### config.mk
export PLATFORM = sky130hd
export DESIGN_NAME = stream_to_mem_flat
export DESIGN_NICKNAME = d
export VERILOG_FILES = /design/src/mem_pkg.sv /design/src/mem_bus_if.sv /design/src/stream_fifo.sv /design/src/stream_to_mem.sv /design/src/flat_wrapper.sv
export VERILOG_INCLUDE_DIRS = /design/src /design/src/src
export SDC_FILE = /design/constraint.sdc
export NUM_CORES = 1
export LEC_CHECK = 0
export ABC_AREA = 1
export BUFFER_PORTS_ARGS = -buffer_cell sky130_fd_sc_hd__buf_2
export CAP_MARGIN = 10
export CORE_MARGIN = 2
export CORE_UTILIZATION = 32
export CTS_BUF_LIST = sky130_fd_sc_hd__clkbuf_4
export DETAILED_ROUTE_END_ITERATION = 10
export GPL_ROUTABILITY_DRIVEN = 0
export PLACE_DENSITY = 0.82
export SLEW_MARGIN = 20
export SYNTH_ARGS = -nofsm -noshare
export SYNTH_HDL_FRONTEND = slang
export SYNTH_SLANG_ARGS = --single-unit
### constraint.sdc
create_clock -name clk_i -period 1.4 [get_ports clk_i]
set_input_delay 0.14 -clock clk_i [delete_from_list [all_inputs] [get_ports clk_i]]
set_output_delay 0.14 -clock clk_i [all_outputs]
set_load 0.02 [all_outputs]
### src/mem_settings.svh
// ----------------------------------------------------------
// Memory subsystem settings
// Word geometry, SRAM latency and response buffering depth
// ----------------------------------------------------------

`ifndef MEM_SETTINGS_SVH
`define MEM_SETTINGS_SVH

// Word address width, 256 words per bank
`define MEM_ADDR_WIDTH 8

// Data word width, a whole number of bytes
`define MEM_DATA_WIDTH 32

// Cycles from an accepted SRAM request to its response strobe
`define MEM_LATENCY 2

// Outstanding request limit
// Also sizes the response buffer and the port index FIFO
`define RESP_BUF_DEPTH 2

`endif

### src/mem_pkg.sv
// ----------------------------------------------------------
// Memory payload types
// Request and response structs shared by adapter and SRAM
// ----------------------------------------------------------

`include "mem_settings.svh"

package mem_pkg;

  // Number of byte lanes in one word
  localparam int unsigned StrbWidth = `MEM_DATA_WIDTH / 8;

  typedef logic [`MEM_ADDR_WIDTH-1:0] addr_t;
  typedef logic [`MEM_DATA_WIDTH-1:0] data_t;
  typedef logic [StrbWidth-1:0]       strb_t;

  // One memory request
  // Byte enables only matter on writes
  typedef struct packed {
    logic  we;
    addr_t addr;
    strb_t strb;
    data_t wdata;
  } mem_req_t;

  // One memory response
  // Writes return the word after the merge
  typedef struct packed {
    data_t rdata;
  } mem_resp_t;

endpackage

### src/mem_bus_if.sv
// ----------------------------------------------------------
// Memory-side bus between adapter and SRAM bank
// Valid/ready requests, strobed responses
// ----------------------------------------------------------
`timescale 1ns/10ps

interface mem_bus_if;
  import mem_pkg::*;

  // Request channel, transfers on valid and ready
  mem_req_t  req;
  logic      req_valid;
  logic      req_ready;

  // Response channel
  // One-cycle strobe, no back-pressure
  mem_resp_t resp;
  logic      resp_valid;

  // Adapter side, issues requests and takes responses
  modport host (
    output req,
    output req_valid,
    input  req_ready,
    input  resp,
    input  resp_valid
  );

  // SRAM side
  modport device (
    input  req,
    input  req_valid,
    output req_ready,
    output resp,
    output resp_valid
  );

endinterface

### src/stream_fifo.sv
// ----------------------------------------------------------
// Valid/ready FIFO for any payload type
// Circular buffer, optional fall-through when empty
// ----------------------------------------------------------
`timescale 1ns/10ps

module stream_fifo #(
  parameter type         T            = logic,
  parameter int unsigned DEPTH        = 2,
  parameter bit          FALL_THROUGH = 1'b0
) (
  input  logic                         clk_i,
  input  logic                         rst_i,
  input  T                             data_i,
  input  logic                         valid_i,
  output logic                         ready_o,
  output T                             data_o,
  output logic                         valid_o,
  input  logic                         ready_i,
  output logic [$clog2(DEPTH+1)-1:0]   usage_o
);

  localparam int unsigned PtrW = (DEPTH > 1) ? $clog2(DEPTH) : 1;
  localparam int unsigned CntW = $clog2(DEPTH + 1);

  // Storage has no reset, only pointers and fill count do
  T                mem_q [DEPTH];
  logic [PtrW-1:0] wr_ptr_q;
  logic [PtrW-1:0] rd_ptr_q;
  logic [CntW-1:0] cnt_q;
  logic            empty;
  logic            full;
  logic            bypass;
  logic            push;
  logic            pop;

  assign empty = (cnt_q == '0);
  assign full  = (cnt_q == CntW'(DEPTH));

  // Empty fall-through FIFO forwards its input directly
  assign bypass = FALL_THROUGH & empty & valid_i;

  assign valid_o = ~empty | bypass;
  assign data_o  = bypass ? data_i : mem_q[rd_ptr_q];

  // Full FIFO still takes a word when the head leaves this cycle
  assign ready_o = ~full | ready_i;

  // Bypassed word consumed at once never touches storage
  assign push = valid_i & ready_o & ~(bypass & ready_i);
  assign pop  = valid_o & ready_i & ~bypass;

  assign usage_o = cnt_q;

  always_ff @(posedge clk_i) begin
    if (push) begin
      mem_q[wr_ptr_q] <= data_i;
    end
  end

  always_ff @(posedge clk_i) begin
    if (rst_i) begin
      wr_ptr_q <= '0;
      rd_ptr_q <= '0;
      cnt_q    <= '0;
    end else begin
      // Pointers wrap at DEPTH, so any depth works
      if (push) begin
        wr_ptr_q <= (wr_ptr_q == PtrW'(DEPTH - 1)) ? '0 : wr_ptr_q + 1'b1;
      end
      if (pop) begin
        rd_ptr_q <= (rd_ptr_q == PtrW'(DEPTH - 1)) ? '0 : rd_ptr_q + 1'b1;
      end
      case ({push, pop})
        2'b10:   cnt_q <= cnt_q + 1'b1;
        2'b01:   cnt_q <= cnt_q - 1'b1;
        default: cnt_q <= cnt_q;
      endcase
    end
  end

endmodule

### src/stream_to_mem.sv
// ----------------------------------------------------------
// Stream to memory adapter
// Bounds outstanding requests, buffers strobed responses
// ----------------------------------------------------------
`timescale 1ns/10ps

module stream_to_mem #(
  parameter type         mem_req_t  = logic,
  parameter type         mem_resp_t = logic,
  parameter int unsigned BufDepth   = 1
) (
  input  logic      clk_i,
  input  logic      rst_i,
  // Request stream in
  input  mem_req_t  req_i,
  input  logic      req_valid_i,
  output logic      req_ready_o,
  // Response stream out
  output mem_resp_t resp_o,
  output logic      resp_valid_o,
  input  logic      resp_ready_i,
  // Memory side
  mem_bus_if.host   mem
);

  // One extra bit so the count never wraps at BufDepth
  typedef logic [$clog2(BufDepth+1):0] cnt_t;

  cnt_t cnt_d;
  cnt_t cnt_q;
  logic active_q;
  logic req_xfer;
  logic resp_xfer;
  logic req_ready;

  assign req_xfer  = req_valid_i & req_ready_o;
  assign resp_xfer = resp_valid_o & resp_ready_i;

  // Outstanding count
  // Up on each accepted request, down on each delivered response
  always_comb begin
    cnt_d = cnt_q;
    if (req_xfer) begin
      cnt_d = cnt_d + 1'b1;
    end
    if (resp_xfer) begin
      cnt_d = cnt_d - 1'b1;
    end
  end

  // Room for another request, or one slot freed this very cycle
  // Held off for the first cycle out of reset
  assign req_ready = active_q & ((cnt_q < cnt_t'(BufDepth)) | resp_xfer);

  assign req_ready_o   = mem.req_ready & req_ready;
  assign mem.req_valid = req_valid_i & req_ready;
  assign mem.req       = req_i;

  // Fall-through buffer, a response can leave in its arrival cycle
  // Never overflows, the count reserves a slot per request
  stream_fifo #(
    .T            (mem_resp_t),
    .DEPTH        (BufDepth),
    .FALL_THROUGH (1'b1)
  ) u_resp_buf (
    .clk_i   (clk_i),
    .rst_i   (rst_i),
    .data_i  (mem.resp),
    .valid_i (mem.resp_valid),
    .ready_o (),
    .data_o  (resp_o),
    .valid_o (resp_valid_o),
    .ready_i (resp_ready_i),
    .usage_o ()
  );

  always_ff @(posedge clk_i) begin
    if (rst_i) begin
      cnt_q    <= '0;
      active_q <= 1'b0;
    end else begin
      cnt_q    <= cnt_d;
      active_q <= 1'b1;
    end
  end

endmodule

### src/flat_wrapper.sv
// flat-port wrapper written by rule: the top's interface ports become plain ports
module stream_to_mem_flat 
#(
  parameter type         mem_req_t  = logic,
  parameter type         mem_resp_t = logic,
  parameter int unsigned BufDepth   = 1
)
  (clk_i, rst_i, req_i, req_valid_i, req_ready_o, resp_o, resp_valid_o, resp_ready_i, mem_req, mem_req_valid, mem_req_ready, mem_resp, mem_resp_valid);
  mem_bus_if mem_i ();
  input  logic clk_i;
  input  logic rst_i;
  input  mem_req_t req_i;
  input  logic req_valid_i;
  output logic req_ready_o;
  output mem_resp_t resp_o;
  output logic resp_valid_o;
  input  logic resp_ready_i;
  output wire logic [$bits(mem_i.req)-1:0] mem_req;
  output wire logic [$bits(mem_i.req_valid)-1:0] mem_req_valid;
  input wire logic [$bits(mem_i.req_ready)-1:0] mem_req_ready;
  input wire logic [$bits(mem_i.resp)-1:0] mem_resp;
  input wire logic [$bits(mem_i.resp_valid)-1:0] mem_resp_valid;
  assign mem_req = mem_i.req;
  assign mem_req_valid = mem_i.req_valid;
  assign mem_i.req_ready = mem_req_ready;
  assign mem_i.resp = mem_resp;
  assign mem_i.resp_valid = mem_resp_valid;
  stream_to_mem #(.mem_req_t(mem_req_t), .mem_resp_t(mem_resp_t), .BufDepth(BufDepth)) u_core (.clk_i(clk_i), .rst_i(rst_i), .req_i(req_i), .req_valid_i(req_valid_i), .req_ready_o(req_ready_o), .resp_o(resp_o), .resp_valid_o(resp_valid_o), .resp_ready_i(resp_ready_i), .mem(mem_i));
endmodule
After elaboration in Yosys (flattened, before gate mapping)
Memories as Yosys holds them, arrays and structs flattened. Index checks and enable logic that the tools add are counted.

Add/subtract/negate cells: 4. Order comparisons: 1. Equal/unequal tests: 2. Muxes and demuxes: 7. Bitwise operators: 16. Reductions and logical operators: 1.

Operators with widths (number): $and A1 B1 Y1 (10); $mux W1 (4); $mux W2 (2); $not A1 Y1 (3); $or A1 B1 Y1 (3); $add A2 B1 Y2 const B (1); $eq A2 B1 Y1 const B (1); $eq A2 B2 Y1 const B (1); $lt A2 B1 Y1 const B (1); $pmux W1 S2 (1); $reduce_bool A2 Y1 (1); $sub A2 B1 Y2 const B (1); $add A1 B1 Y1 const B (1); $sub A1 B1 Y1 const B (1).

Flip-flop bits (word level): 4. RAM bits: 1. Bits of input ports: 39. Output and inout port bits: 49. Word-level logic and storage cells: 35. Memories kept: 1.

Memories: u_core.u_resp_buf.mem_q (words 1, width 1, read ports 1, clocked after memory_dff 0, write ports 1, RTL line stream_fifo.sv:27) `T mem_q [DEPTH];`.

Logic depth before layout (Yosys ltp)
Word-level depth: 11. Gate-level depth with buffers: 10. Mapped depth without buffers: 10.

Cells and area by module
A second synthesis with hierarchy kept.

Cell total of the unflattened synthesis: 94. Area, all modules: 680.7 um2.

By module, submodules not included: stream_to_mem (times used 1, cells an instance 77, area an instance 563.0 um2); stream_fifo (times used 1, cells an instance 17, area an instance 117.6 um2).

Worst setup path after synthesis
No wires, ideal clock.

Kind: register -> register. Start: register u_core.cnt_q[0]. End: register u_core.cnt_q[1]. Data arrival time: 1.070 ns. Path slack: 0.216 ns. Stages on the path, launching flop included: 11. Path buffers: 0. Path through: dfxtp_1 inv_1 ha_1 inv_1 nand2_2 nand4_2 nand2_1 o21ai_1 nand2_1 nand2_1 nor2_2.

Word-level cells in the longest chain between the ends: 8. Elaborated cells between the ends (all ways): 9.

Ends and longest elaborated chain: from (decl) (RTL line stream_to_mem.sv:30) `cnt_t cnt_q;`; from (signal assigned) (RTL line stream_to_mem.sv:82) `cnt_q <= cnt_d;`; $lt A2 B1 Y1 (RTL line stream_to_mem.sv:53) `assign req_ready = active_q & ((cnt_q < cnt_t'(BufDepth)) | resp_xfer);`; $or A1 B1 Y1 (RTL line stream_to_mem.sv:53); $and A1 B1 Y1 (RTL line stream_to_mem.sv:53); $and A1 B1 Y1 (RTL line stream_to_mem.sv:55) `assign req_ready_o = mem.req_ready & req_ready;`; $and A1 B1 Y1 (RTL line stream_to_mem.sv:36) `assign req_xfer = req_valid_i & req_ready_o;`; $mux W2 * (RTL line stream_to_mem.sv:43) `if (req_xfer) begin`; $sub A2 B1 Y2 (RTL line stream_to_mem.sv:47) `cnt_d = cnt_d - 1'b1;`; $mux W2 * (RTL line stream_to_mem.sv:46) `if (resp_xfer) begin`.

Every way passes the cells marked *; elsewhere a longest branch is shown, timed or not. A chain may end at the register's enable or synchronous reset.

Worst setup path after layout
Start: register u_core.cnt_q[0]. End: output mem_req_valid.

Word-level cells in the longest chain between the ends: 4.

Ends and longest elaborated chain: $lt A2 B1 Y1 (RTL line stream_to_mem.sv:53); $or A1 B1 Y1 (RTL line stream_to_mem.sv:53); $and A1 B1 Y1 (RTL line stream_to_mem.sv:53); $and A1 B1 Y1 (RTL line stream_to_mem.sv:56) `assign mem.req_valid = req_valid_i & req_ready;`; to (decl) (RTL line flat_wrapper.sv:19) `output wire logic [$bits(mem_i.req_valid)-1:0] mem_req_valid;`.

Every way passes these cells.

==> results.json <==
{
  "io_buffers": 10,
  "syn_to_final_growth_pct": -5.18,
  "drv_slew": 0,
  "multi_input_area_um2": 333,
  "start_util_pct": 33.6,
  "cts_buffer_depth": 2,
  "setup_viol": 0,
  "diodes": 0,
  "finalNetCount": 144,
  "drive_gt1_share_pct": 27.2,
  "vias": 429,
  "syn_area_um2": 652,
  "critPathMaxStageDelay_ns": 0.32,
  "holdWs_ns": 0.0850,
  "p_leak_nw": 0.376,
  "firstDrtPassIters": 4,
  "cts_hold_buf": 0,
  "synth_top_family_by_area": "buffers and inverters",
  "hold_viol_final": 0,
  "rsz0062_at_grt": "true",
  "power_density_nw_per_um2": 943,
  "chipWidth_um": 49.1,
  "synth_compound_area_share_pct": 6.72,
  "ant_nets": 0,
  "fmax_mhz": 731,
  "rr_endpoint": "u_core.cnt_q[1]$_SDFF_PP0_",
  "crit_chain": "inv_2 -> ha_4 -> inv_4 -> a21oi_2 -> inv_1 -> nor2_1 -> buf_4",
  "wl_per_cell_um": 5.98,
  "synth_area_per_cell_um2": 7.24,
  "dieHeight_um": 49.1,
  "crit_fanout": 2,
  "ir_worst_vdd_mv": 0.319,
  "routed_wl_um": 777,
  "cts_root_buf": "clkbuf_4",
  "worstPathBufferInverterCount": 4,
  "first_iter_violations": 2,
  "r2r-start": "u_core.cnt_q[0]$_SDFF_PP0_",
  "vias_per_cell": 3.30,
  "ys_seq_area_share_pct": 16.9,
  "synthSimpleGateAreaFrac_pct": 15.2,
  "hold_class": "in -> reg",
  "die_area_um2": 2410,
  "remaining_drc_errors": 0,
  "antenna_found_initial": 0,
  "cp_slowest_cell": "dfxtp_2",
  "ys_warn_count": 0,
  "worst_ep_required_time_ns": 1.26,
  "synthXorXnorAreaFrac_pct": 0,
  "htree_levels": 1,
  "grt_overflow": 0,
  "setup.worst_path.class": "reg -> out",
  "cts_made_buffers": 3,
  "num_io_pins": 88,
  "arrival_ns": 1.23,
  "start_kind": "register",
  "p_total_mw": 0.583,
  "cts.sinks": 5,
  "timing.critical_path.to": "mem_req_valid",
  "final.setup_skew_ns": 0.000514,
  "grt_start_max_net_pins": 6,
  "grt_use_total_pct": 6.23,
  "clkTransAtPathRegs_ns": 0.04,
  "fin_crit_sh_pct": 97.8,
  "synthAdderAreaFrac_pct": 1.92,
  "clock_latency_ns": 0.23,
  "ys_types": 20,
  "cp-end-kind": "primary output",
  "path_depth": 7,
  "fill_cells": 225,
  "startpoint": "u_core.cnt_q[0]$_SDFF_PP0_",
  "reg2regPathDepth": 10,
  "synth-seq-cells": 5,
  "grt_pass1_wl_um": 1150,
  "register_area_um2": 111,
  "core_area_um2": 1940,
  "dp.final_hpwl_um": 712,
  "cts_tree": "built",
  "min_period_ns": 1.37,
  "muxShareOfSynthArea_pct": 0,
  "crit_family": "flip-flops",
  "setup_tns_ns": 0,
  "syn-instance-count": 90,
  "reg2reg_slack_ns": 0.09,
  "rows": 16,
  "status": "finished clean",
  "grt_pass1_vias": 310,
  "maxCapViolCount": 0
}
==> worst min path at each step <==
stage	start	endpoint	slack, ns	depth (start not counted)
after floorplan	rst_i	u_core.cnt_q[0]$_SDFF_PP0_	0.21	1
after global placement	req_i	mem_req[0]	0.28	0
after detailed placement	req_i	mem_req[0]	0.28	0
after CTS	rst_i	u_core.cnt_q[0]$_SDFF_PP0_	0.08	2
after global routing	rst_i	u_core.cnt_q[0]$_SDFF_PP0_	0.09	2
final	rst_i	u_core.cnt_q[0]$_SDFF_PP0_	0.08	2
==> through the flow <==
stage | setup WS, ns | util, % | instances | instance area (um2)
floorplan | 0.216 | - | 133 | 813
global placement | 0.160 | 28.8 | 125 | 559
detailed placement | 0.102 | 28.8 | 125 | 559
CTS | 0.000217 | 31.3 | 129 | 608
global route | -0.0603 | 31.8 | 130 | 618
finish | 0.0313 | 31.8 | 130 | 618
==> flip-flops by register name, indices dropped and copies added, names as in the netlist <==
name,count
u_core.cnt_q,2
u_core.active_q,1
u_core.u_resp_buf.mem_q,1
u_core.u_resp_buf.usage_o,1
==> what timing repair did <==
action | CTS | global route
resized for setup | 8 | 1
setup endpoints to repair | 2 | 2
setup buffers | 0 | 1
pin swaps | 2 | 3
==> placed cells by master, fill, tap and decap left out <==
cell type / synthesis / final
a21oi_1: 3 / 3
a21oi_2: 1 / 1
a31oi_1: 1 / 1
buf_2: 0 / 8
buf_4: 45 / 3
clkbuf_4: 0 / 4
conb_1: 1 / 44
dfxtp_1: 4 / 3
dfxtp_2: 0 / 1
edfxtp_1: 1 / 1
ha_4: 0 / 1
inv_1: 11 / 8
inv_2: 1 / 3
inv_4: 0 / 1
nand2_1: 7 / 7
nand2_2: 2 / 2
nand3_2: 1 / 1
nand4_1: 1 / 1
nand4_2: 1 / 1
nor2_1: 5 / 5
nor2_2: 1 / 1
o21ai_1: 1 / 1
o21ai_2: 1 / 1
or2_1: 1 / 1
==> final cells by class <==
class / instances / area share, %
Clock buffer: 4 / 4.86
Inverter: 12 / 7.69
Multi-Input combinational cell: 71 / 53.8
Sequential cell: 5 / 18.0
Tap cell: 27 / 5.47
Timing Repair Buffer: 11 / 10.1
==> kinds of logic (layout without fill, tap and decap cells) <==
family / count (synthesis) / after routing
adders and majority gates: 1 / 1
AOI/OAI and AO/OA: 7 / 7
other: 1 / 44
DFF: 5 / 5
and+or+nand+nor: 19 / 19
buffers and inverters: 57 / 27
==> layer usage <==
| metal | GRT usage [%] | vias to the layer above | wire length, um |
|---|---|---|---|
| li1 | - | 211 | - |
| met1 | 5.05 | 189 | 229 |
| met2 | 11.7 | 29 | 457 |
| met3 | 1.84 | 0 | 90 |
| met4 | 5.71 | 0 | 0 |
| met5 | 0 | - | 0 |
==> cell usage after synthesis <==
cell	n	share of area (%)
a31oi_1	1	0.96
edfxtp_1	1	4.6
nor2_1	5	2.9
dfxtp_1	4	12
buf_4	45	52
nand2_1	7	4.0
inv_1	11	6.3
a21oi_2	1	1.3
or2_1	1	0.96
o21ai_2	1	1.3
nor2_2	1	0.96
nand4_1	1	0.96
nand2_2	2	1.9
a21oi_1	3	2.3
nand4_2	1	1.9
inv_2	1	0.58
nand3_2	1	1.5
conb_1	1	0.58
ha_1	1	1.9
o21ai_1	1	0.77
==> power breakdown <==
part / switching (mW) / internal, mW / total [mW]
Combinational: 0.179 / 0.0570 / 0.236
Sequential: 0.00684 / 0.160 / 0.167
Clock: 0.0529 / 0.127 / 0.180
Total: 0.239 / 0.344 / 0.583
Power figures use the tool's default switching activity.
