**config.mk**
```make
export PLATFORM = sky130hd
export DESIGN_NAME = req_resp_mux
export DESIGN_NICKNAME = d
export VERILOG_FILES = /design/src/mem_pkg.sv /design/src/port_pkg.sv /design/src/stream_fifo.sv /design/src/req_resp_mux.sv
export VERILOG_INCLUDE_DIRS = /design/src /design/src/src
export SDC_FILE = /design/constraint.sdc
export NUM_CORES = 1
export LEC_CHECK = 0
export BUFFER_PORTS_ARGS = -buffer_cell sky130_fd_sc_hd__buf_2
export CORE_AREA = 4 4 93 95
export DETAILED_ROUTE_END_ITERATION = 7
export DIE_AREA = 0 0 97 99
export GPL_TIMING_DRIVEN = 0
export PLACE_DENSITY = 0.64
export SYNTH_ARGS = -nofsm -noshare
export SYNTH_HDL_FRONTEND = slang
export SYNTH_SLANG_ARGS = --single-unit
```
**constraint.sdc**
```tcl
create_clock -name clk_i -period 2.9 [get_ports clk_i]
set_input_delay 0.87 -clock clk_i [delete_from_list [all_inputs] [get_ports clk_i]]
set_output_delay 0.87 -clock clk_i [all_outputs]
set_load 0.02 [all_outputs]
```
**src/mem_settings.svh**
```systemverilog
// ----------------------------------------------------------
// Memory subsystem settings
// Word geometry, SRAM latency and response buffering depth
// ----------------------------------------------------------

`ifndef MEM_SETTINGS_SVH
`define MEM_SETTINGS_SVH

// Word address width, 256 words per bank
`define MEM_ADDR_WIDTH 8

// Data word width, a whole number of bytes
`define MEM_DATA_WIDTH 32

// Cycles from an accepted SRAM request to its response strobe
`define MEM_LATENCY 2

// Outstanding request limit
// Also sizes the response buffer and the port index FIFO
`define RESP_BUF_DEPTH 2

`endif

```
**src/mem_pkg.sv**
```systemverilog
// ----------------------------------------------------------
// Memory payload types
// Request and response structs shared by adapter and SRAM
// ----------------------------------------------------------

`include "mem_settings.svh"

package mem_pkg;

  // Number of byte lanes in one word
  localparam int unsigned StrbWidth = `MEM_DATA_WIDTH / 8;

  typedef logic [`MEM_ADDR_WIDTH-1:0] addr_t;
  typedef logic [`MEM_DATA_WIDTH-1:0] data_t;
  typedef logic [StrbWidth-1:0]       strb_t;

  // One memory request
  // Byte enables only matter on writes
  typedef struct packed {
    logic  we;
    addr_t addr;
    strb_t strb;
    data_t wdata;
  } mem_req_t;

  // One memory response
  // Writes return the word after the merge
  typedef struct packed {
    data_t rdata;
  } mem_resp_t;

endpackage

```
**src/port_pkg.sv**
```systemverilog
// ----------------------------------------------------------
// Requester port types
// Port count and the index used to steer responses
// ----------------------------------------------------------

package port_pkg;

  // Number of requester ports on the subsystem
  localparam int unsigned NumPorts = 2;

  // Width of a port index, kept at least one bit
  localparam int unsigned PortIdxWidth = (NumPorts > 1) ? $clog2(NumPorts) : 1;

  // Selects one requester port
  typedef logic [PortIdxWidth-1:0] port_idx_t;

  // Port that wins arbitration right after reset
  localparam port_idx_t FirstPort = '0;

  // Port treated as granted last after reset
  // Hands first priority to FirstPort
  localparam port_idx_t ResetLastPort = port_idx_t'(NumPorts - 1);

endpackage

```
**src/stream_fifo.sv**
```systemverilog
// ----------------------------------------------------------
// Valid/ready FIFO for any payload type
// Circular buffer, optional fall-through when empty
// ----------------------------------------------------------
`timescale 1ns/10ps

module stream_fifo #(
  parameter type         T            = logic,
  parameter int unsigned DEPTH        = 2,
  parameter bit          FALL_THROUGH = 1'b0
) (
  input  logic                         clk_i,
  input  logic                         rst_i,
  input  T                             data_i,
  input  logic                         valid_i,
  output logic                         ready_o,
  output T                             data_o,
  output logic                         valid_o,
  input  logic                         ready_i,
  output logic [$clog2(DEPTH+1)-1:0]   usage_o
);

  localparam int unsigned PtrW = (DEPTH > 1) ? $clog2(DEPTH) : 1;
  localparam int unsigned CntW = $clog2(DEPTH + 1);

  // Storage has no reset, only pointers and fill count do
  T                mem_q [DEPTH];
  logic [PtrW-1:0] wr_ptr_q;
  logic [PtrW-1:0] rd_ptr_q;
  logic [CntW-1:0] cnt_q;
  logic            empty;
  logic            full;
  logic            bypass;
  logic            push;
  logic            pop;

  assign empty = (cnt_q == '0);
  assign full  = (cnt_q == CntW'(DEPTH));

  // Empty fall-through FIFO forwards its input directly
  assign bypass = FALL_THROUGH & empty & valid_i;

  assign valid_o = ~empty | bypass;
  assign data_o  = bypass ? data_i : mem_q[rd_ptr_q];

  // Full FIFO still takes a word when the head leaves this cycle
  assign ready_o = ~full | ready_i;

  // Bypassed word consumed at once never touches storage
  assign push = valid_i & ready_o & ~(bypass & ready_i);
  assign pop  = valid_o & ready_i & ~bypass;

  assign usage_o = cnt_q;

  always_ff @(posedge clk_i) begin
    if (push) begin
      mem_q[wr_ptr_q] <= data_i;
    end
  end

  always_ff @(posedge clk_i) begin
    if (rst_i) begin
      wr_ptr_q <= '0;
      rd_ptr_q <= '0;
      cnt_q    <= '0;
    end else begin
      // Pointers wrap at DEPTH, so any depth works
      if (push) begin
        wr_ptr_q <= (wr_ptr_q == PtrW'(DEPTH - 1)) ? '0 : wr_ptr_q + 1'b1;
      end
      if (pop) begin
        rd_ptr_q <= (rd_ptr_q == PtrW'(DEPTH - 1)) ? '0 : rd_ptr_q + 1'b1;
      end
      case ({push, pop})
        2'b10:   cnt_q <= cnt_q + 1'b1;
        2'b01:   cnt_q <= cnt_q - 1'b1;
        default: cnt_q <= cnt_q;
      endcase
    end
  end

endmodule

```
**src/req_resp_mux.sv**
```systemverilog
// ----------------------------------------------------------
// Round-robin request merge with ordered response return
// Index FIFO remembers the issuing port of each request
// ----------------------------------------------------------
`timescale 1ns/10ps

`include "mem_settings.svh"

module req_resp_mux (
  input  logic                                clk_i,
  input  logic                                rst_i,
  // Requester side
  input  mem_pkg::mem_req_t                   port_req_i        [port_pkg::NumPorts],
  input  logic [port_pkg::NumPorts-1:0]       port_req_valid_i,
  output logic [port_pkg::NumPorts-1:0]       port_req_ready_o,
  output mem_pkg::mem_resp_t                  port_resp_o       [port_pkg::NumPorts],
  output logic [port_pkg::NumPorts-1:0]       port_resp_valid_o,
  input  logic [port_pkg::NumPorts-1:0]       port_resp_ready_i,
  // Merged side, towards the adapter
  output mem_pkg::mem_req_t                   req_o,
  output logic                                req_valid_o,
  input  logic                                req_ready_i,
  input  mem_pkg::mem_resp_t                  resp_i,
  input  logic                                resp_valid_i,
  output logic                                resp_ready_o
);
  import port_pkg::*;

  port_idx_t last_q;
  port_idx_t lock_idx_q;
  logic      lock_q;
  port_idx_t arb_idx;
  port_idx_t cand;
  logic      arb_found;
  port_idx_t grant;
  logic      req_xfer;
  port_idx_t head_idx;
  logic      head_valid;
  logic      resp_xfer;

  // Search starts one past the last winner
  always_comb begin
    arb_idx   = last_q;
    arb_found = 1'b0;
    cand      = last_q;
    for (int i = 1; i <= NumPorts; i++) begin
      cand = port_idx_t'((int'(last_q) + i) % NumPorts);
      if (!arb_found && port_req_valid_i[cand]) begin
        arb_idx   = cand;
        arb_found = 1'b1;
      end
    end
  end

  // Stalled grant is held so the merged payload stays stable
  assign grant = lock_q ? lock_idx_q : arb_idx;

  assign req_o       = port_req_i[grant];
  assign req_valid_o = port_req_valid_i[grant];
  assign req_xfer    = req_valid_o & req_ready_i;

  always_comb begin
    for (int p = 0; p < NumPorts; p++) begin
      port_req_ready_o[p] = (grant == port_idx_t'(p)) & req_ready_i;
    end
  end

  always_ff @(posedge clk_i) begin
    if (rst_i) begin
      last_q     <= ResetLastPort;
      lock_q     <= 1'b0;
      lock_idx_q <= FirstPort;
    end else begin
      if (req_xfer) begin
        last_q <= grant;
      end
      lock_q     <= req_valid_o & ~req_ready_i;
      lock_idx_q <= grant;
    end
  end

  // Issuing port of every accepted request, oldest at the head
  // Depth matches the adapter's outstanding limit
  stream_fifo #(
    .T            (port_idx_t),
    .DEPTH        (`RESP_BUF_DEPTH),
    .FALL_THROUGH (1'b0)
  ) u_idx_fifo (
    .clk_i   (clk_i),
    .rst_i   (rst_i),
    .data_i  (grant),
    .valid_i (req_xfer),
    .ready_o (),
    .data_o  (head_idx),
    .valid_o (head_valid),
    .ready_i (resp_xfer),
    .usage_o ()
  );

  // Responses come back in order, the head names their owner
  assign resp_ready_o = head_valid & port_resp_ready_i[head_idx];
  assign resp_xfer    = resp_valid_i & resp_ready_o;

  always_comb begin
    for (int p = 0; p < NumPorts; p++) begin
      port_resp_o[p]       = resp_i;
      port_resp_valid_o[p] = resp_valid_i & head_valid & (head_idx == port_idx_t'(p));
    end
  end

endmodule

```
Word level (Yosys, flattened, before mapping)
Memories as Yosys holds them, arrays and structs flattened. A register that Yosys moved wholly into a read port is not among the register bits.
Index checks and enable logic that the tools add are counted.

word-level totals
  bits in writable memories = 2
  memory bits (read-only) = 0
  input bits = 130
  memories = 1
  bits in registers = 7
  word-level logic and storage cells = 65
  latch bits = 0

memories
  memory            words  bits a word  read ports  clocked after memory_dff  wr ports  RTL line           text
  u_idx_fifo.mem_q  2      1            1           1                         1         stream_fifo.sv:27  T mem_q [DEPTH];

cells by class
  $lt $le $gt $ge = 5
  bitwise operators = 18
  $mul = 0
  mux-type cells = 22
  equality and inequality tests = 3
  $add $sub $neg = 6
  shift-type cells = 0
  div/mod/pow operators = 0
  reductions and logical operators = 4

operator list
  kind                   number
  $mux W45               3
  $mux W1                18
  $and A1 B1 Y1          11
  $lt A1 B2 Y1 const B   4
  $not A1 Y1             5
  $add A1 B1 Y1 const B  4
  $eq A2 B2 Y1 const B   2
  $pmux W2 S2            1
  $add A2 B1 Y2 const B  1
  $eq A2 B1 Y1 const B   1
  $ge A2 B2 Y1 const B   1
  $logic_not A2 Y1       1
  $not A1 Y2             1
  $reduce_bool A2 Y1     1
  $sub A2 B1 Y2 const B  1
  $logic_and A1 B1 Y1    1
  $logic_not A1 Y1       1
  $or A1 B1 Y1           1

Depth between registers and ports, before layout
Gate-level depths: netlist of run 1.

  depth in word-level cells = 14
  gate-level depth with buffers = 9

Cells and area by module
Synthesis of run 1 repeated with hierarchy kept, for this count alone.

unflattened totals
  cell total of the unflattened synthesis = 168
  area total of the unflattened synthesis = 1610.3 sq um

by module, submodules not included
  module        seq. area each (sq um)  area each (sq um)  cells each  times used
  req_resp_mux  60.1                    1300.0             141         1
  stream_fifo   160.2                   310.3              27          1

Least setup slack after synthesis of run 1
No wires, ideal clock.

  path type = input to output
  start = in port_req_valid_i[1] in the netlist's numbering
  end = out req_o[0] in the netlist's numbering
  arrival time = 2.022 ns
  slack = 0.008 ns
  stages on the path = 5
  required time = 2.030 ns
  path through = nor2b_1 o31ai_2 buf_2 buf_4 mux2_2

RTL lines
  what                RTL line            text
  start: declaration  req_resp_mux.sv:14  input logic [port_pkg::NumPorts-1:0] port_req_valid_i,
  end: declaration    req_resp_mux.sv:20  output mem_pkg::mem_req_t req_o,

==> results of run 1 <==
power by group:
| part | total [mW] | internal, mW | switching [mW] |
|---|---|---|---|
| Sequential | 0.178 | 0.165 | 0.0137 |
| Clock | 0.141 | 0.0905 | 0.0504 |
| Combinational | 0.921 | 0.505 | 0.417 |
| Total | 1.24 | 0.760 | 0.481 |
cell type report:
type                    instances  area, sq um  share of cell area
flip-flops and latches         10          220              0.0666
clock buffers                   3         41.3              0.0125
plain buffers                  71          559               0.169
well taps                     102          128              0.0386
repair buffers                219         1390               0.420
multi-input cells              87          960               0.290
inverters                       3         11.3             0.00340
metal layers:
metal	global-route usage	up-vias	wire length, um
met5	0	-	0
met4	0.0324	0	75
met3	0.0389	6	740
met2	0.247	141	3620
met1	0.114	854	2080
li1	-	957	-
flip-flops by register name, summed over array words and instances (netlist names), named ones only:
signal and count:
u_idx_fifo.mem_q 2, u_idx_fifo.usage_o 2, last_q 1, lock_idx_q 1
lock_q 1, u_idx_fifo.rd_ptr_q 1, u_idx_fifo.wr_ptr_q 1
stage by stage:
step           hold WS (ns)   util  instance area, sq um  total power [mW]
2_1_floorplan         0.481      -                  1560             0.669
3_3_place_gp          0.496  0.355                  2750             0.884
3_5_place_dp          0.512  0.355                  2750             0.893
4_1_cts               0.523  0.416                  3210              1.22
5_1_grt               0.582  0.428                  3310              1.32
6_report              0.519  0.428                  3310              1.24
repair_timing:
| action | in CTS | in global routing |
|---|---|---|
| pin swaps | 1 | 1 |
| endpoints found under the setup margin | 47 | 47 |
| gates cloned | 2 | 1 |
| gates resized for setup | 93 | 36 |
| setup buffers | 6 | 1 |
worst min-delay path: cells and delay by family (launching register included):
| family | cells | cell delay, ns |
|---|---|---|
| and+or+nand+nor | 1 | 0.08 |
| DFF | 1 | 0.32 |
| xor gates and xnor gates | 1 | 0.08 |
worst min path at each step:
stage,cells after the start,endpoint,start
floorplan,2,register,u_idx_fifo.rd_ptr_q
global placement,2,u_idx_fifo.rd_ptr_q,u_idx_fifo.rd_ptr_q
detailed placement,2,register,u_idx_fifo.rd_ptr_q
CTS,2,register,u_idx_fifo.rd_ptr_q
global route,2,u_idx_fifo.rd_ptr_q,u_idx_fifo.rd_ptr_q
finish,2,register,u_idx_fifo.rd_ptr_q
kinds of logic after synthesis:
group / after synthesis
AO/OA/AOI/OAI: 12
AND/OR/NAND/NOR: 21
adder cells (fa/ha/maj): 1
multiplexers: 50
buffers and inverters: 74
flip-flops: 10
XOR/XNOR: 3
cells in the final DEF, fill, tap and decap left out, drive strengths merged, types with 2 or more instances in the layout:
master  Yosys  final
buf        70    288
mux2       47     47
nor2        8      8
dfxtp       8      8
nor2b       5      5
clkbuf      1      5
inv         3      3
and2        3      3
a21oi       3      3
mux2i       3      3
o211ai      2      2
nand2       2      2
o21ai       2      2
xnor2       2      2
edfxtp      2      2
==> impl_metrics.tcl, run 1 <==
set metrics [dict create \
    n_fill_cell 752 \
    violations "negative setup slack" \
    crit_fanout 7 \
    cts_made_buffers 3 \
    path_cells "buf_8 -> nor2b_4 -> o31ai_4 -> buf_6 -> buf_8 -> mux2_4 -> buf_6" \
    critical_path.startpoint_type "primary input" \
    grt_overflow 0 \
    power_leakage_nw 1.88 \
    maxSlewViolCount 0 \
    async_flop_share 0 \
    critPathArrivalTime_ns 2.09 \
    core-area_sq_um 7730 \
    dp_hpwl_um 5250 \
    grt_pass1_wl_um 9770 \
    synth_compound_area_frac 0.0617 \
    vias_per_cell 3.96 \
    powerDensity_nw_per_um2 375 \
    startpoint "port_req_valid_i[1]" \
    synth_edf_count 2 \
    ys_warn_count 0 \
    place_congestion 0.809 \
    path_class "in -> out" \
    grt_pass1_vias 2124 \
    fin_skew_ns 0.00301 \
    vias 1958 \
    stdcell_count 495 \
    required_ns 2.03 \
    clk_latency_ns 0.23 \
    drt_iter0_drc 31 \
    io_buffers 211 \
    crit_family "buffers and inverters" \
    synth_fa_ha_area_frac 0.00801 \
    reg2reg_to "u_idx_fifo.usage_o[1]" \
    diodes 0 \
    fin_setup_tns_ns -1.88 \
    cts_tree "built" \
    fmax_mhz 338 \
    tightest_slew_ns 0.372 \
    cp_slowest_cell "mux2_4" \
    syn_inst 171 \
    htreeDepth 1 \
    synthXorXnorAreaFrac 0.0168 \
    dieHeight_um 99 \
    end_kind "output port" \
    yosys.area.top_type "mux2_2" \
    grt_max_degree 11 \
    synthFlopType "dfxtp_1" \
    synth_most_common_cell "buf_4" \
    die_area_sq_um 9600 \
    drive_gt1_frac 0.873 \
    area_growth_pct 112 \
    min_path_type "reg -> reg" \
    setup-violations-final 46 \
    start_util 0.202 \
    syn_avg_cell_area_sq_um 9.13 \
    synth.cells.most_frequent "buf_4, mux2_2, dfxtp_1, nor2_1, nor2b_1" \
    cts_buffer_depth 2 \
    synth_top_cell_area_share 0.332 \
    nets 526 \
    synth.mux.area_fraction 0.363 \
    peakVddDrop_mv 0.147 \
    crit_buf_inv 4 \
    die_width_um 97 \
    cts_root_buf "clkbuf_8" \
    crit_end "req_o[44]" \
    layout_setup_ws_ns -0.0626 \
    path_clk_slew_ns 0.05 \
    io_pins 245 \
    r2r_cells 7 \
    antenna_found_initial 0 \
    post-route-period-util 1.02 \
    ys_seq_area_frac 0.141 \
    hold_violations 0 \
    syn_nets 302 \
    ys_ff_latch 10 \
    avgRoutedWirePerCell_um 13.2 \
    min_period_ns 2.96 \
    cts.sinks 10 \
    status "finished, violations left" \
    drt_first_pass_iters 3 \
    ys_types 29 \
    placed_cells 484 \
    synth_top_family_by_area "multiplexers" \
    max_cap_violations 0 \
    route.antenna.remaining_nets 0 \
    num_rows 32 \
    dpl_worst_slack_ns -0.471 \
    ff2ff_setup_slack_ns 0.71 \
    syn_area_sq_um 1560 \
    yosys.area_share.simple 0.0689 \
    drt-total-wl_um 6510 \
    rsz0062_at_grt "true" \
    remaining_drc_errors 0 \
    cpPeakStageDelay_ns 0.31 \
    worst-path-stages 7 \
    relSlewSlack 0.745 \
    grt_usage 0.121 \
    ctsHoldBuffers 0 \
    synth_area_leaders "mux2_2, buf_4, dfxtp_1" \
]
Note: power is estimated with default switching activity, not from simulation.
==> run 2: changes to the inputs <==
ABC_AREA = 1   (was default)
CORE_AREA = 4 4 92 94   (was 4 4 93 95)
DIE_AREA = 0 0 96 98   (was 0 0 97 99)
PLACE_DENSITY = 0.66   (was 0.64)
clock period = 3.1 ns   (was 2.9 ns; I/O delays follow)
==> impl_metrics.tcl, run 2 <==
set metrics [dict create \
    fin_util 0.378 \
    critical_path.startpoint_type "primary input" \
    ys_types 21 \
    clk_latency_ns 0.23 \
    crit_fanout 10 \
    grt_pass1_vias 2136 \
    maxSlewViolCount 0 \
    cp_common_cell "nand2_1" \
    setup-violations-final 0 \
    fmax_mhz 346 \
    path_class "in -> out" \
    start_util 0.217 \
    synth.mux.area_fraction 0 \
    critPathArrivalTime_ns 1.96 \
    htreeDepth 1 \
    diodes 0 \
    end_kind "output port" \
    drive_gt1_frac 0.598 \
    path_clk_slew_ns 0.04 \
    grt_pass1_wl_um 9200 \
    synth_top_cell_area_share 0.344 \
    yosys.area.top_type "nand2_1" \
    whs_ns 0.510 \
    cts_root_buf "clkbuf_8" \
    area_growth_pct 74.3 \
    syn_inst 291 \
    ys_seq_area_frac 0.133 \
    synth_most_common_cell "nand2_1" \
    drt_iter0_drc 37 \
    grt_overflow 0 \
    status "complete, no violations" \
    crit_family "buffers and inverters" \
    drt-total-wl_um 6440 \
    layout_setup_ws_ns 0.214 \
    min_period_ns 2.89 \
    final_cell_mix "buf_2, nand2_1, buf_4" \
    async_flop_share 0 \
    min_path_type "reg -> reg" \
    grt_max_degree 12 \
    synthXorXnorAreaFrac 0.0106 \
    power_leakage_nw 1.94 \
    n_fill_cell 828 \
    vias 2325 \
    drt_first_pass_iters 4 \
    place_congestion 0.735 \
    hold_violations 0 \
    dieHeight_um 98 \
    tightest_slew_ns 0.218 \
    synth_top_family_by_area "simple AND/OR/NAND/NOR gates" \
    antenna_found_initial 0 \
    cpPeakStageDelay_ns 0.17 \
    avgRoutedWirePerCell_um 10.6 \
    synth.cells.most_frequent "nand2_1, buf_4, inv_1" \
    peakVddDrop_mv 0.230 \
    route.antenna.remaining_nets 0 \
    synth_area_leaders "nand2_1, buf_4, dfxtp_1" \
    final_common_cell "buf_2" \
    dpl_worst_slack_ns 0.207 \
    syn_avg_cell_area_sq_um 5.71 \
    fin_setup_tns_ns 0 \
    nets 639 \
    ys_ff_latch 10 \
    relSlewSlack 0.853 \
    grt_usage 0.118 \
    cts_buffer_depth 2 \
    max_cap_violations 0 \
    io_pins 245 \
    synth_fa_ha_area_frac 0.00754 \
    yosys.area_share.simple 0.443 \
    core-area_sq_um 7650 \
    synthFlopType "dfxtp_1" \
    cts_resized 0 \
    cts_setup_buffers 0 \
    post-route-period-util 0.931 \
    cts_tree "built" \
    placed_cells 605 \
    crit_buf_inv 5 \
    cp_slowest_cell "buf_4" \
    synth_edf_count 2 \
    ys_warn_count 0 \
    syn_area_sq_um 1660 \
    num_rows 32 \
    ff2ff_setup_slack_ns 1.22 \
    rsz0062_at_grt "false" \
    powerDensity_nw_per_um2 358 \
    io_buffers 212 \
    dp_hpwl_um 5810 \
    vias_per_cell 3.82 \
    remaining_drc_errors 0 \
    synth_compound_area_frac 0.0226 \
    required_ns 2.17 \
    ctsHoldBuffers 0 \
    die_width_um 96 \
    die_area_sq_um 9410 \
    stdcell_count 609 \
    cts.sinks 10 \
    fin_skew_ns 0.00286 \
    cts_made_buffers 3 \
    path_cells "buf_2 -> inv_1 -> nand2_1 -> nand3_2 -> nand2_2 -> buf_6 -> buf_4 -> nand2_1 -> nand2_1 -> buf_2" \
    syn_nets 422 \
]
[run 2: changes by cell type in the layout (fill, tap and decap cells not counted), moves of 3 or more]
cell / before / now
nand2_2: 0 / 3
nand3_2: 0 / 5
nor2_1: 8 / 12
buf_6: 37 / 5
buf_2: 174 / 214
inv_1: 3 / 15
buf_8: 6 / 0
mux2_4: 36 / 0
nand2_1: 2 / 152
mux2_2: 11 / 0
and2_1: 3 / 0
inv_2: 0 / 3
nor2b_1: 3 / 0
[run 2: report_power, final]
part	total (mW)	switching [mW]	internal (mW)
registers	0.168	0.0151	0.153
clock network	0.133	0.0466	0.0864
logic	0.734	0.439	0.294
total	1.03	0.501	0.534
[run 2: final timing paths]
kind | from | end | cells after the start
min | u_idx_fifo.wr_ptr_q | u_idx_fifo.wr_ptr_q | 2
max reg2reg | u_idx_fifo.mem_q[1] | u_idx_fifo.usage_o[1] | 13
max | port_req_valid_i[1] | req_o[26] | 10
min reg2reg | u_idx_fifo.wr_ptr_q | u_idx_fifo.wr_ptr_q | 2
[run 2: area by class of cell]
type,count,area [sq um],share of cell area
Multi-Input combinational cell,189,803,0.278
Clock inverter,1,3.75,0.00130
Timing Repair Buffer,212,1060,0.367
Inverter,18,67.6,0.0233
Tap cell,102,128,0.0441
Sequential cell,10,220,0.0761
Clock buffer,3,41.3,0.0143
Buffer,74,569,0.197
[run 2: cells by family after synthesis]
family,after synthesis
AOI/OAI and AO/OA,7
xor gates and xnor gates,2
adders and majority gates,1
buffers and inverters,92
DFF,10
and+or+nand+nor,179
[run 2: worst reg2reg max path, cell delays in order (launching register included)]
cell,delay (ns)
edfxtp_1,0.38
inv_1,0.06
nand2_1,0.07
nand3_2,0.09
nand3_2,0.11
nand2_2,0.09
inv_2,0.04
nor2_4,0.10
inv_2,0.04
ha_1,0.29
a21oi_1,0.13
o21ai_0,0.12
o21ai_0,0.18
a21oi_1,0.06
[run 2: per-stage QoR]
stage,area (sq um),power [mW]
finish,2890,1.03
global route,2890,1.12
CTS,2890,1.05
detailed placement,2850,0.913
global placement,2850,0.902
floorplan,1660,0.661
[run 2: routing by layer]
| layer | vias up | GRT usage | share of wire |
|---|---|---|---|
| met5 | - | 0 | 0 |
| met3 | 4 | 0.0185 | 0.093 |
| li1 | 1234 | - | - |
| met4 | 0 | 0.0241 | 0.0064 |
| met2 | 116 | 0.237 | 0.54 |
| met1 | 971 | 0.125 | 0.36 |
